### src/rtl/syncReadMem.sv
`timescale 1ns/1ps
`default_nettype none

module syncReadMem #(
    parameter type entryType = logic [31:0],
    parameter int depth = 64,
    parameter int numReads = 1,
    parameter int numWrites = 1
) (
    input wire logic clk,

    input wire logic [$clog2(depth)-1:0] rdAddr [numReads],
    output entryType rdData [numReads],

    input wire logic wrEn [numWrites],
    input wire logic [$clog2(depth)-1:0] wrAddr [numWrites],
    input var entryType wrData [numWrites]
);

    entryType mem [depth];

    // Later write ports override earlier ones on the same entry
    always_ff @(posedge clk) begin
        for (int w = 0; w < numWrites; w++) begin
            if (wrEn[w]) begin
                mem[wrAddr[w]] <= wrData[w];
            end
        end
    end

    // Reads see the contents from before this edge's writes
    always_ff @(posedge clk) begin
        for (int r = 0; r < numReads; r++) begin
            rdData[r] <= mem[rdAddr[r]];
        end
    end

endmodule

`default_nettype wire

### config.mk
export PLATFORM = sky130hd
export DESIGN_NAME = syncReadMem
export DESIGN_NICKNAME = d
export VERILOG_FILES = /design/src/rtl/syncReadMem.sv
export SDC_FILE = /design/constraint.sdc
export NUM_CORES = 2
export LEC_CHECK = 0
export BUFFER_PORTS_ARGS = -buffer_cell sky130_fd_sc_hd__buf_2
export CORE_ASPECT_RATIO = 1.25
export CORE_MARGIN = 2
export CORE_UTILIZATION = 50
export CTS_CLUSTER_SIZE = 12
export DETAILED_ROUTE_END_ITERATION = 10
export GPL_TIMING_DRIVEN = 0
export PLACE_DENSITY = 0.8
export SYNTH_ARGS = -nofsm -noshare
export SYNTH_HDL_FRONTEND = slang
export SYNTH_SLANG_ARGS = --single-unit
### constraint.sdc
create_clock -name clk -period 3.2 [get_ports clk]
set_input_delay 0.32 -clock clk [delete_from_list [all_inputs] [get_ports clk]]
set_output_delay 0.32 -clock clk [all_outputs]
set_load 0.05 [all_outputs]
==> reports/results.tsv <==
metric	value	unit
ant_nets	0	
clock-root-buffer	clkbuf_16	
yosysMostFrequentCell	edfxtp_1	
dieWidth	358	um
synth_cell_types	34	
r2r_slack	0.43	ns
placementRows	162	
use_met2	48.7	%
fin_hold_ws	0.0797	ns
clk_pin_slew_worst_paths	0.06	ns
grt_max_degree	65	
hold_depth	1	
synthTopCellsByArea	edfxtp_1 78%, mux4_2 16%, mux2i_1 1.2%, dfxtp_1 0.82%, o22ai_1 0.67%	
synth_nets	3370	
synth-seq-area-share	79.1	%
start_util	50.4	%
gr-usage-all-layers	31.2	%
switching_share	22.9	%
crit_type	primary input to flip-flop	
finalCriticalPeriod	3.53	ns
violations	DRC, capacitance limit, slew limit, setup timing	
status	complete, but fails checks	
setup_violations	19	
crit_path_start_kind	primary input	
synth_seq_cells	2080	
place_inst	5513	
grt_use_met1	35.3	%
wirelength	249000	um
tightest_slew	1.67	ns
p_per_area	619	nW/um2
cts_tree	done	
die_area	160000	um2
maxCapViolCount	4	
drv_slew	98	
use_met3	10.8	%
min_from	wrData[15]	
htree_levels	4	
skew	0.0340	ns
reg2regPathDepth	4	
layout.nets	3710	
io_buffers	69	
yosysTopAreaCellShare	78.3	%
wl_per_cell	42.9	um
internal_power	42500	uW
area_growth	13.7	%
core	156000	um2
syn_area	78500	um2
switchingPower	12700	uW
clk_latency	0.85	ns
r2r_start	mem[3][22]	
pwr-share-comb	6.4	%
drt-initial-drc-count	8274	
hpwlAfterDp	146000	um
timing.fmax	0.283	GHz
power.leakage	0.0276	uW
hold_path_class	primary input to flip-flop	
vias	41400	
synth_top_area_cell	edfxtp_1	
critPathMaxFanout	10	
synth_ff_type	edfxtp_1	
drt-pass1-iter-count	11	
syn_inst	3324	
clock_path_buffers	3	
grt_pass1_wl	335000	um
drive_gt1_share	29.2	%
numCtsBuffers	197	
io_pins	78	
p_clk_share	38.8	%
worstPathArrival	4.21	ns
via_per_inst	7.14	
grt_pass1_vias	41600	
drc	2	
layout.cells.non_filler	5796	
grt.busiest_layer	met2	
ys_warn_count	0	
syn_area_per_cell	23.6	um2
place.gp.congestion	1.01	
seqPwrFrac	54.8	%
grt_overflow	0	
cts.sink_count	2080	
fin_crit_sh	110	%
die_y	447	um
end_kind	flip-flop	
finalHoldViolations	0	
fin_setup_tns	-3.69	ns
max_slew_margin	-11.3	%
ys_async_sr_fraction	0	%
cp_data_required_time	3.88	ns
vdd_drop_max	0.470	mV
rr_endpoint	rdData[22]	
synthTopCellsByCount	2048 x edfxtp_1, 544 x mux4_2, 137 x nor2_1, 93 x mux2i_1, 84 x o22ai_1	
dp_slack	-1.14	ns
synth-edff-count	2048	
antenna_found_initial	26	
setup_slack	-0.329	ns
min_to	mem[40][15]	
power by group through the flow:
stage / Combinational, uW / Sequential [uW] / Clock, uW
final: 3550 / 30200 / 21400
after detailed placement: 3280 / 30800 / 0
after global routing: 3540 / 30300 / 22200
after CTS: 3360 / 30300 / 21300
after floorplan: 1470 / 31000 / 0
after global placement: 3110 / 30800 / 0
how the worst max path moves through the flow:
| stage | from | to | slack (ns) | cells after the start |
|---|---|---|---|---|
| after floorplan | wrAddr[5] | mem[39][0] | 0.23 | 4 |
| after global placement | wrAddr[1] | mem[11][24] | -1.81 | 4 |
| after detailed placement | rdAddr[1] | rdData[19] | -1.14 | 9 |
| after CTS | rdAddr[1] | rdData[15] | 0.02 | 9 |
| after global routing | rdAddr[1] | rdData[27] | -0.04 | 7 |
| final | rdAddr[1] | rdData[27] | -0.33 | 7 |
metrics by stage:
step           util (%)  total power, uW  cell area [um2]
3_3_place_gp       52.2            33900            81400
5_1_grt            57.2            56000            89200
2_1_floorplan         -            32500            78500
3_5_place_dp       53.6            34100            83500
6_report           57.2            55200            89200
4_1_cts            57.1            54900            89100
logic make-up after synthesis:
family                 after synthesis  share of synthesized area, %
AOI/OAI and AO/OA                  202                          1.67
and+or+nand+nor                    223                          1.27
buffers and inverters              182                          1.13
muxes                              637                          16.8
DFF                               2080                          79.1
cell type report:
| class | instances | area, um2 |
|---|---|---|
| well taps | 2050 | 2560 |
| multi-input cells | 1062 | 16000 |
| fillers | 10400 | 66600 |
| diodes | 14 | 35.0 |
| clock inverters | 32 | 425 |
| clock buffers | 235 | 5100 |
| flip-flops and latches | 2080 | 62100 |
| repair buffers | 144 | 1990 |
| plain buffers | 179 | 957 |
cell usage in the layout (no fill, tap or decap), types with 7 or more instances in the layout:
cell type / count
clkbuf_2: 13
clkdlybuf4s15_1: 7
clkbuf_1: 91
o221ai_1: 27
inv_16: 7
buf_16: 23
a21oi_1: 58
edfxtp_1: 2048
buf_2: 116
a311oi_1: 8
nor2_4: 62
diode_2: 14
clkbuf_16: 198
nand2b_1: 7
mux2i_1: 93
nor2b_1: 15
nor2_1: 74
o22ai_1: 81
buf_4: 38
dfxtp_1: 32
nand2_1: 24
clkinv_1: 11
mux4_2: 544
a22oi_1: 12
buf_1: 14
buf_12: 46
registers in the layout (all words and copies together), names as in the netlist:
signal  count
mem      2048
rdData     32
what timing repair did:
| action | in CTS | in global routing |
|---|---|---|
| resized for setup | 18 | 32 |
| endpoints found under the hold margin | 0 | 18 |
| setup endpoints to repair | 15 | 11 |
| hold buffers | 0 | 1 |
| pin swaps | 0 | 0 |
| gates cloned | 0 | 0 |
| buffers inserted | 3 | 0 |
metal layers:
layer | up-vias | routed length [um]
met1 | 21100 | 72600
met5 | - | 415
met4 | 16 | 24300
li1 | 14900 | -
met2 | 4239 | 115000
met3 | 1161 | 35900
worst max-delay path: stages:
cell and delay [ns]:
buf_2 0.46, buf_2 0.30, clkdlybuf4s15_1 1.09, mux4_2 0.48, mux4_2 0.53, o22ai_1 0.88
nor2_1 0.15
No activity file was read; power rests on OpenSTA's default activity.
