==> src/rtl/coreCfgPkg.sv <==
`default_nettype none

package coreCfgPkg;

    // Back-end geometry
    localparam int numUops = 4;
    localparam int numWbs = 2;
    localparam int numZcFwds = 1;
    localparam int numPcReads = 2;

    localparam int numRegs = 64;
    localparam int regAddrBits = $clog2(numRegs);

    localparam int numFetchIds = 16;
    localparam int fetchOffBits = 3;

    typedef logic [$clog2(numFetchIds)-1:0] FetchId;
    typedef logic [fetchOffBits-1:0] FetchOff;

    typedef struct packed {
        logic predicted;
        logic taken;
    } BranchPredInfo;

    // One fetch block, PC in halfwords
    typedef struct packed {
        logic [30:0] pc;
        FetchOff branchPos;
        BranchPredInfo bpi;
    } PcFileEntry;

    typedef struct packed {
        logic valid;
        FetchId addr;
    } PcFileReadReq;

    typedef struct packed {
        logic valid;
        FetchId addr;
        PcFileEntry data;
    } PcFileWrite;

endpackage

`default_nettype wire

==> src/rtl/uopPkg.sv <==
`default_nettype none

package uopPkg;

    // Age is taken from the signed difference of two sequence numbers
    typedef logic [6:0] SqN;

    // Bit 6 set means the low six bits are a constant
    typedef logic [6:0] Tag;

    typedef enum logic [1:0] {
        FU_INT,
        FU_LSU,
        FU_MUL
    } FuncUnit;

    typedef enum logic [3:0] {
        INT_ADD,
        INT_SUB,
        INT_XOR,
        INT_OR,
        INT_AND,
        INT_SLL,
        INT_SRL,
        INT_SRA,
        INT_SLT,
        INT_SLTU,
        INT_LUI,
        INT_AUIPC,
        INT_JAL,
        INT_V_JALR,
        INT_V_JR,
        INT_SYS
    } IntOp;

    typedef struct packed {
        logic [31:0] imm;
        logic [11:0] imm12;
        Tag tagA;
        Tag tagB;
        Tag tagDst;
        logic immB;
        SqN sqN;
        SqN loadSqN;
        SqN storeSqN;
        coreCfgPkg::FetchId fetchID;
        coreCfgPkg::FetchOff fetchOffs;
        logic compressed;
        IntOp opcode;
        FuncUnit fu;
        logic valid;
    } IS_UOp;

    // Operands resolved, ready for the execution units
    typedef struct packed {
        logic [31:0] srcA;
        logic [31:0] srcB;
        logic [31:0] imm;
        logic [31:0] pc;
        coreCfgPkg::FetchOff fetchStartOffs;
        coreCfgPkg::FetchOff fetchPredOffs;
        coreCfgPkg::BranchPredInfo bpi;
        Tag tagDst;
        SqN sqN;
        SqN loadSqN;
        SqN storeSqN;
        coreCfgPkg::FetchId fetchID;
        coreCfgPkg::FetchOff fetchOffs;
        logic compressed;
        IntOp opcode;
        FuncUnit fu;
        logic valid;
    } EX_UOp;

    typedef struct packed {
        logic [31:0] result;
        Tag tagDst;
        logic valid;
    } RES_UOp;

    typedef struct packed {
        logic valid;
        Tag tag;
        logic [31:0] result;
    } ZCForward;

endpackage

`default_nettype wire

==> src/rtl/operandLoad.sv <==
`timescale 1ns/1ps
`default_nettype none

module operandLoad (
    input wire logic clk,
    input wire logic rst,

    input var uopPkg::IS_UOp uops [coreCfgPkg::numUops],
    input var uopPkg::RES_UOp wbResults [coreCfgPkg::numWbs],

    input wire logic invalidate,
    input var uopPkg::SqN invalidateSqN,

    input wire logic [coreCfgPkg::numUops-1:0] stall,
    input var uopPkg::ZCForward zcFwds [coreCfgPkg::numZcFwds],

    output coreCfgPkg::PcFileReadReq pcRead [coreCfgPkg::numPcReads],
    input var coreCfgPkg::PcFileEntry pcReadData [coreCfgPkg::numPcReads],

    output logic [coreCfgPkg::regAddrBits-1:0] rfReadAddr [2*coreCfgPkg::numUops],
    input wire logic [31:0] rfReadData [2*coreCfgPkg::numUops],

    output uopPkg::EX_UOp exUops [coreCfgPkg::numUops]
);

    typedef struct packed {
        logic fromRf;
        logic [31:0] value;
    } Operand;

    function automatic logic isNewer(input uopPkg::SqN a, input uopPkg::SqN b);
        uopPkg::SqN diff;
        diff = a - b;
        return $signed(diff) > 0;
    endfunction

    // Constant tag, then bypass, then fall back to the register file
    function automatic Operand resolve(
        input uopPkg::Tag tag,
        input uopPkg::RES_UOp wbs [coreCfgPkg::numWbs],
        input uopPkg::ZCForward zcs [coreCfgPkg::numZcFwds]
    );
        Operand res;
        res.fromRf = 1'b0;
        res.value = '0;
        if (tag[6]) begin
            res.value = {{26{tag[5]}}, tag[5:0]};
        end else begin
            res.fromRf = 1'b1;
            for (int j = 0; j < coreCfgPkg::numWbs; j++) begin
                if (wbs[j].valid && wbs[j].tagDst == tag) begin
                    res.value = wbs[j].result;
                    res.fromRf = 1'b0;
                end
            end
            // Zero-cycle forward is the newest value
            for (int j = 0; j < coreCfgPkg::numZcFwds; j++) begin
                if (zcs[j].valid && zcs[j].tag == tag) begin
                    res.value = zcs[j].result;
                    res.fromRf = 1'b0;
                end
            end
        end
        return res;
    endfunction

    for (genvar i = 0; i < coreCfgPkg::numUops; i++) begin : gPort
        uopPkg::EX_UOp held;
        uopPkg::EX_UOp nextUop;
        logic [1:0] operandIsReg;
        logic [1:0] nextIsReg;
        logic pcFresh;
        logic accept;
        logic squashHeld;
        Operand opA;
        Operand opB;
        logic [31:0] pc;
        coreCfgPkg::FetchOff startOffs;
        coreCfgPkg::FetchOff predOffs;
        coreCfgPkg::BranchPredInfo bpi;

        assign accept = uops[i].valid && !stall[i]
            && !(invalidate && isNewer(uops[i].sqN, invalidateSqN));
        assign squashHeld = held.valid && invalidate && isNewer(held.sqN, invalidateSqN);

        assign opA = resolve(uops[i].tagA, wbResults, zcFwds);
        assign opB = resolve(uops[i].tagB, wbResults, zcFwds);

        assign rfReadAddr[i] = uops[i].tagA[coreCfgPkg::regAddrBits-1:0];

        // Integer ports own a PC-file read, memory ports take srcB from imm
        if (i < coreCfgPkg::numPcReads) begin : gInt
            assign pcRead[i] = '{valid: uops[i].valid, addr: uops[i].fetchID};
            assign rfReadAddr[i + coreCfgPkg::numUops] =
                uops[i].tagB[coreCfgPkg::regAddrBits-1:0];

            assign pc = {pcReadData[i].pc[30:coreCfgPkg::fetchOffBits], held.fetchOffs, 1'b0};
            assign startOffs = pcReadData[i].pc[coreCfgPkg::fetchOffBits-1:0];
            assign predOffs = pcReadData[i].branchPos;
            assign bpi = (held.fetchOffs == pcReadData[i].branchPos) ? pcReadData[i].bpi : '0;
        end else begin : gMem
            assign rfReadAddr[i + coreCfgPkg::numUops] = '0;

            assign pc = '0;
            assign startOffs = '0;
            assign predOffs = '0;
            assign bpi = '0;
        end

        always_comb begin
            nextUop = '0;
            nextUop.imm = uops[i].imm;
            nextUop.srcA = opA.value;
            nextIsReg = {1'b0, opA.fromRf};

            if (uops[i].immB || i >= coreCfgPkg::numPcReads) begin
                nextUop.srcB = uops[i].imm;
            end else begin
                nextUop.srcB = opB.value;
                nextIsReg[1] = opB.fromRf;
            end

            // JALR and JR carry their offset in imm12
            if (i < coreCfgPkg::numPcReads && uops[i].fu == uopPkg::FU_INT
                && (uops[i].opcode == uopPkg::INT_V_JALR
                    || uops[i].opcode == uopPkg::INT_V_JR)) begin
                nextUop.imm = {20'b0, uops[i].imm12};
            end

            nextUop.tagDst = uops[i].tagDst;
            nextUop.sqN = uops[i].sqN;
            nextUop.loadSqN = uops[i].loadSqN;
            nextUop.storeSqN = uops[i].storeSqN;
            nextUop.fetchID = uops[i].fetchID;
            nextUop.fetchOffs = uops[i].fetchOffs;
            nextUop.compressed = uops[i].compressed;
            nextUop.opcode = uops[i].opcode;
            nextUop.fu = uops[i].fu;
            nextUop.valid = 1'b1;
        end

        always_ff @(posedge clk) begin
            if (rst) begin
                held.valid <= 1'b0;
                operandIsReg <= 2'b00;
                pcFresh <= 1'b0;
            end else if (accept) begin
                held <= nextUop;
                operandIsReg <= nextIsReg;
                pcFresh <= 1'b1;
            end else if (squashHeld || !stall[i]) begin
                held.valid <= 1'b0;
                operandIsReg <= 2'b00;
                pcFresh <= 1'b0;
            end else begin
                // First stalled cycle, the read ports move on after this
                if (operandIsReg[0]) begin
                    held.srcA <= rfReadData[i];
                end
                if (operandIsReg[1]) begin
                    held.srcB <= rfReadData[i + coreCfgPkg::numUops];
                end
                if (pcFresh) begin
                    held.pc <= pc;
                    held.fetchStartOffs <= startOffs;
                    held.fetchPredOffs <= predOffs;
                    held.bpi <= bpi;
                end
                operandIsReg <= 2'b00;
                pcFresh <= 1'b0;
            end
        end

        always_comb begin
            exUops[i] = held;
            if (operandIsReg[0]) begin
                exUops[i].srcA = rfReadData[i];
            end
            if (operandIsReg[1]) begin
                exUops[i].srcB = rfReadData[i + coreCfgPkg::numUops];
            end
            if (pcFresh) begin
                exUops[i].pc = pc;
                exUops[i].fetchStartOffs = startOffs;
                exUops[i].fetchPredOffs = predOffs;
                exUops[i].bpi = bpi;
            end
        end
    end

endmodule

`default_nettype wire

==> config.mk <==
export PLATFORM = sky130hd
export DESIGN_NAME = operandLoad
export DESIGN_NICKNAME = d
export VERILOG_FILES = /design/src/rtl/coreCfgPkg.sv /design/src/rtl/uopPkg.sv /design/src/rtl/operandLoad.sv
export SDC_FILE = /design/constraint.sdc
export NUM_CORES = 2
export LEC_CHECK = 0
export BUFFER_PORTS_ARGS = -buffer_cell sky130_fd_sc_hd__buf_2
export CAP_MARGIN = 10
export CORE_AREA = 2 2 643 645
export DETAILED_ROUTE_END_ITERATION = 12
export DIE_AREA = 0 0 645 647
export PLACE_DENSITY_LB_ADDON = 0.3
export SKIP_LAST_GASP = 1
export SYNTH_ARGS = -nofsm -noshare
export SYNTH_HDL_FRONTEND = slang
export SYNTH_SLANG_ARGS = --single-unit
export TNS_END_PERCENT = 1
==> constraint.sdc <==
create_clock -name clk -period 14.7 [get_ports clk]
set_input_delay 0.735 -clock clk [delete_from_list [all_inputs] [get_ports clk]]
set_output_delay 0.735 -clock clk [all_outputs]
set_load 0.05 [all_outputs]
==> qor.yml <==
timing:
  rsz0062_at_grt: "no"
  hold_viol: 0
  max_freq_mhz: 187
  finalSetupViolCount: 0
  skew_ns: 0.0882
  period_needed_ns: 5.35
  tightest_slew_ns: 1.21
  post-route-period-util_pct: 36.4
  fin_tns_setup_ns: 0
  drv_slew: 0
  slew_headroom_pct: 18.8
clock_tree:
  cts_buffer_depth: 4
  cts_sinks: 726
  numCtsBuffers: 106
  clk_pin_slew_ns: 0.06
  cts_setup_buffers: 0
  cts_tree: "yes"
  root_buffer: "clkbuf_16"
  postCtsResizedCells: 0
  h-tree-depth: 3
  worstSkewPairLatency_ns: 0.90
placement:
  hpwlAfterDp_microns: 296000
  dpl-instance-area_sq_mm: 0.0547
  numPortBuffers: 1527
  place_congestion: 0.944
floorplan:
  core-area_sq_mm: 0.411
  io_pins: 1644
  die_y_microns: 647
  rows: 236
  die_area_sq_mm: 0.417
  die_w_microns: 645
  initial_core_util_pct: 10.6
power_and_ir_drop:
  clkPwrFrac_pct: 38.3
  comb_power_share_pct: 25.7
  switchingPower_uw: 2540
  p_seq_share_pct: 36.0
  p_leak_uw: 0.0216
  power.internal_uw: 4490
  peakVddDrop_v: 0.000100
  p_per_area_mw_per_mm2: 118
  sw_frac_of_total_pct: 36.1
critical_path:
  cp_num_buf_inv: 5
  critPathKind: "primary input to flip-flop"
  slowest_stage: "buf_4"
  cp_cell_sequence: "buf_2, ha_1, inv_1, fa_1, a21o_1, a2111oi_0, a221o_1, a32o_4, inv_1, a31oi_4, buf_4, buf_4"
  path_depth: 12
  end_kind: "flip-flop"
  rrSetupSlack_ns: 9.96
  start_kind: "primary input"
  crit_path_max_incr_delay_ns: 0.74
  critPathTopFamily: "buffers and inverters"
  r2r_cells: 11
  arrival_ns: 5.78
  path_max_fanout: 57
  cp_data_required_time_ns: 15.14
synth:
  synth-seq-cells: 726
  ys_types: 90
  synth_most_common_cell: "edfxtp_1"
  synthArstFlopShare_pct: 0
  netlist_instances: 3821
  synth_flop_cell: "edfxtp_1"
  synth_area_sq_mm: 0.0436
  synth_top_cell_area_share_pct: 49.1
  ys_seq_area_share_pct: 49.7
  synth_top_area_cell: "edfxtp_1"
  ys_top_cells_by_count: "edfxtp_1, buf_4, mux2_2, nor2b_1, nand2_1"
  syn_area_per_cell_sq_um: 11.4
  synth_edf_count: 712
  synth_area_leaders: "edfxtp_1, mux2_2, buf_4, nor2b_1, and2_1"
  yosys_warnings: 0
drt:
  drc_errors: 0
  drt-total-wl_microns: 351000
  viasPerCell: 3.62
  antenna_left: 0
  drtIter0Drc: 3733
  dr_total_vias: 38500
  dr.pass1.iters: 8
  drt-wirelength-per-cell_microns: 33.0
grt:
  overflow: 0
  grt_usage_pct: 16.0
  grt_max_degree: 101
  grt_pass1_vias: 37100
  antenna_found_initial: 313
  grt_pass1_wl_microns: 429000
final_layout:
  syn2layout_area_growth_pct: 37.0
  finalNetCount: 5931
  finalInstanceArea_sq_mm: 0.0597
  fillerInstances: 46600
  drive_gt1_share_pct: 44.0
  seq_area_sq_mm: 0.0217
  multi_input_area_sq_mm: 0.0174
job:
  cap_violations: 0
status:
  status: "finished clean"
hold_path:
  min_delay_path_depth: 1
  hold_class: "primary input to flip-flop"
-- layout make-up --
cell class / instances / share of cell area (%)
multi-input cells: 2317 / 29.1
flip-flops and latches: 726 / 36.3
inverters: 99 / 0.648
repair buffers: 1755 / 16.2
well taps: 5474 / 11.5
clock buffers: 124 / 4.66
clock inverters: 64 / 1.19
diodes: 94 / 0.394
-- power by group through the flow --
stage          registers [uW]  logic, uW  clock network (uW)
4_1_cts                  2530       1830                2810
3_5_place_dp             2570       1790                   0
2_1_floorplan            2540       1150                   0
5_1_grt                  2540       1890                2860
3_3_place_gp             2570       1780                   0
6_report                 2530       1810                2690
-- metrics by stage --
step / hold WS [ns] / total power [uW] / instances / util (%) / worst slack, ns
after CTS: 0.0000119 / 7170 / 10600 / 14.5 / 9.21
final: 0.0972 / 7030 / 10700 / 14.5 / 9.35
after global routing: 0.0137 / 7290 / 10600 / 14.5 / 9.08
after global placement: 0.484 / 4350 / 10200 / 13.3 / 8.28
after detailed placement: 0.498 / 4360 / 10200 / 13.3 / 8.29
after floorplan: 0.456 / 3690 / 3832 / - / 5.64
-- placed cells by master (no fill, tap or decap), drive strengths merged, types with 71 or more instances in the layout --
cell type,Yosys,layout
a21oi,103,103
mux2,390,390
inv,99,108
xnor2,87,87
dlygate4sd3,0,129
clkbuf,162,124
nor4,71,71
nand3,117,117
and2,156,156
nor2,155,155
nor2b,211,211
edfxtp,712,712
buf,528,1626
nand2,179,179
xor2,77,77
o21ai,111,111
diode,0,94
-- flip-flops by register name (all words and copies together), names as in the netlist --
signal and count:
gPort.pcFresh 4, exUops 300, gPort.held 416, gPort.operandIsReg 6
-- path summary, 6_finish.rpt --
kind | endpoint | from
setup / recovery | gPort[1].held[162] | invalidateSqN[0]
hold / removal | exUops[89] | uops[76]
setup reg to reg | gPort[0].held[170] | exUops[566]
hold reg to reg | exUops[0] | exUops[0]
-- kinds of logic after synthesis --
family	count (synthesis)	synth area share, %
AO/OA/AOI/OAI	594	9.89
XOR/XNOR	164	3.31
adder cells (fa/ha/maj)	56	1.75
buffers and inverters	789	10.9
flip-flops	726	49.7
multiplexers	452	11.5
other	1	0.00861
AND/OR/NAND/NOR	1039	12.9
-- worst reg2reg max path, delay by kind of cell, from the launching register on --
| kind | cells | cell delay (ns) |
|---|---|---|
| and+or+nand+nor | 1 | 0.78 |
| AOI/OAI and AO/OA | 4 | 1.41 |
| DFF | 1 | 0.40 |
| buffers and inverters | 3 | 0.99 |
| xor gates and xnor gates | 1 | 0.14 |
| adders and majority gates | 2 | 0.55 |
-- per-layer routing --
metal | up-vias | track usage (%) | share of wire, %
li1 | 16100 | - | -
met1 | 19300 | 19.2 | 40
met2 | 2364 | 27.3 | 48
met3 | 670 | 5.16 | 9.0
met4 | 108 | 4.51 | 3.3
met5 | - | 0 | 0.20
-- repair_timing --
action	in CTS	in global routing
endpoints found under the setup margin	0	0
hold buffers	129	0
hold endpoints to repair	129	0
(Power assumes the default switching activity.)
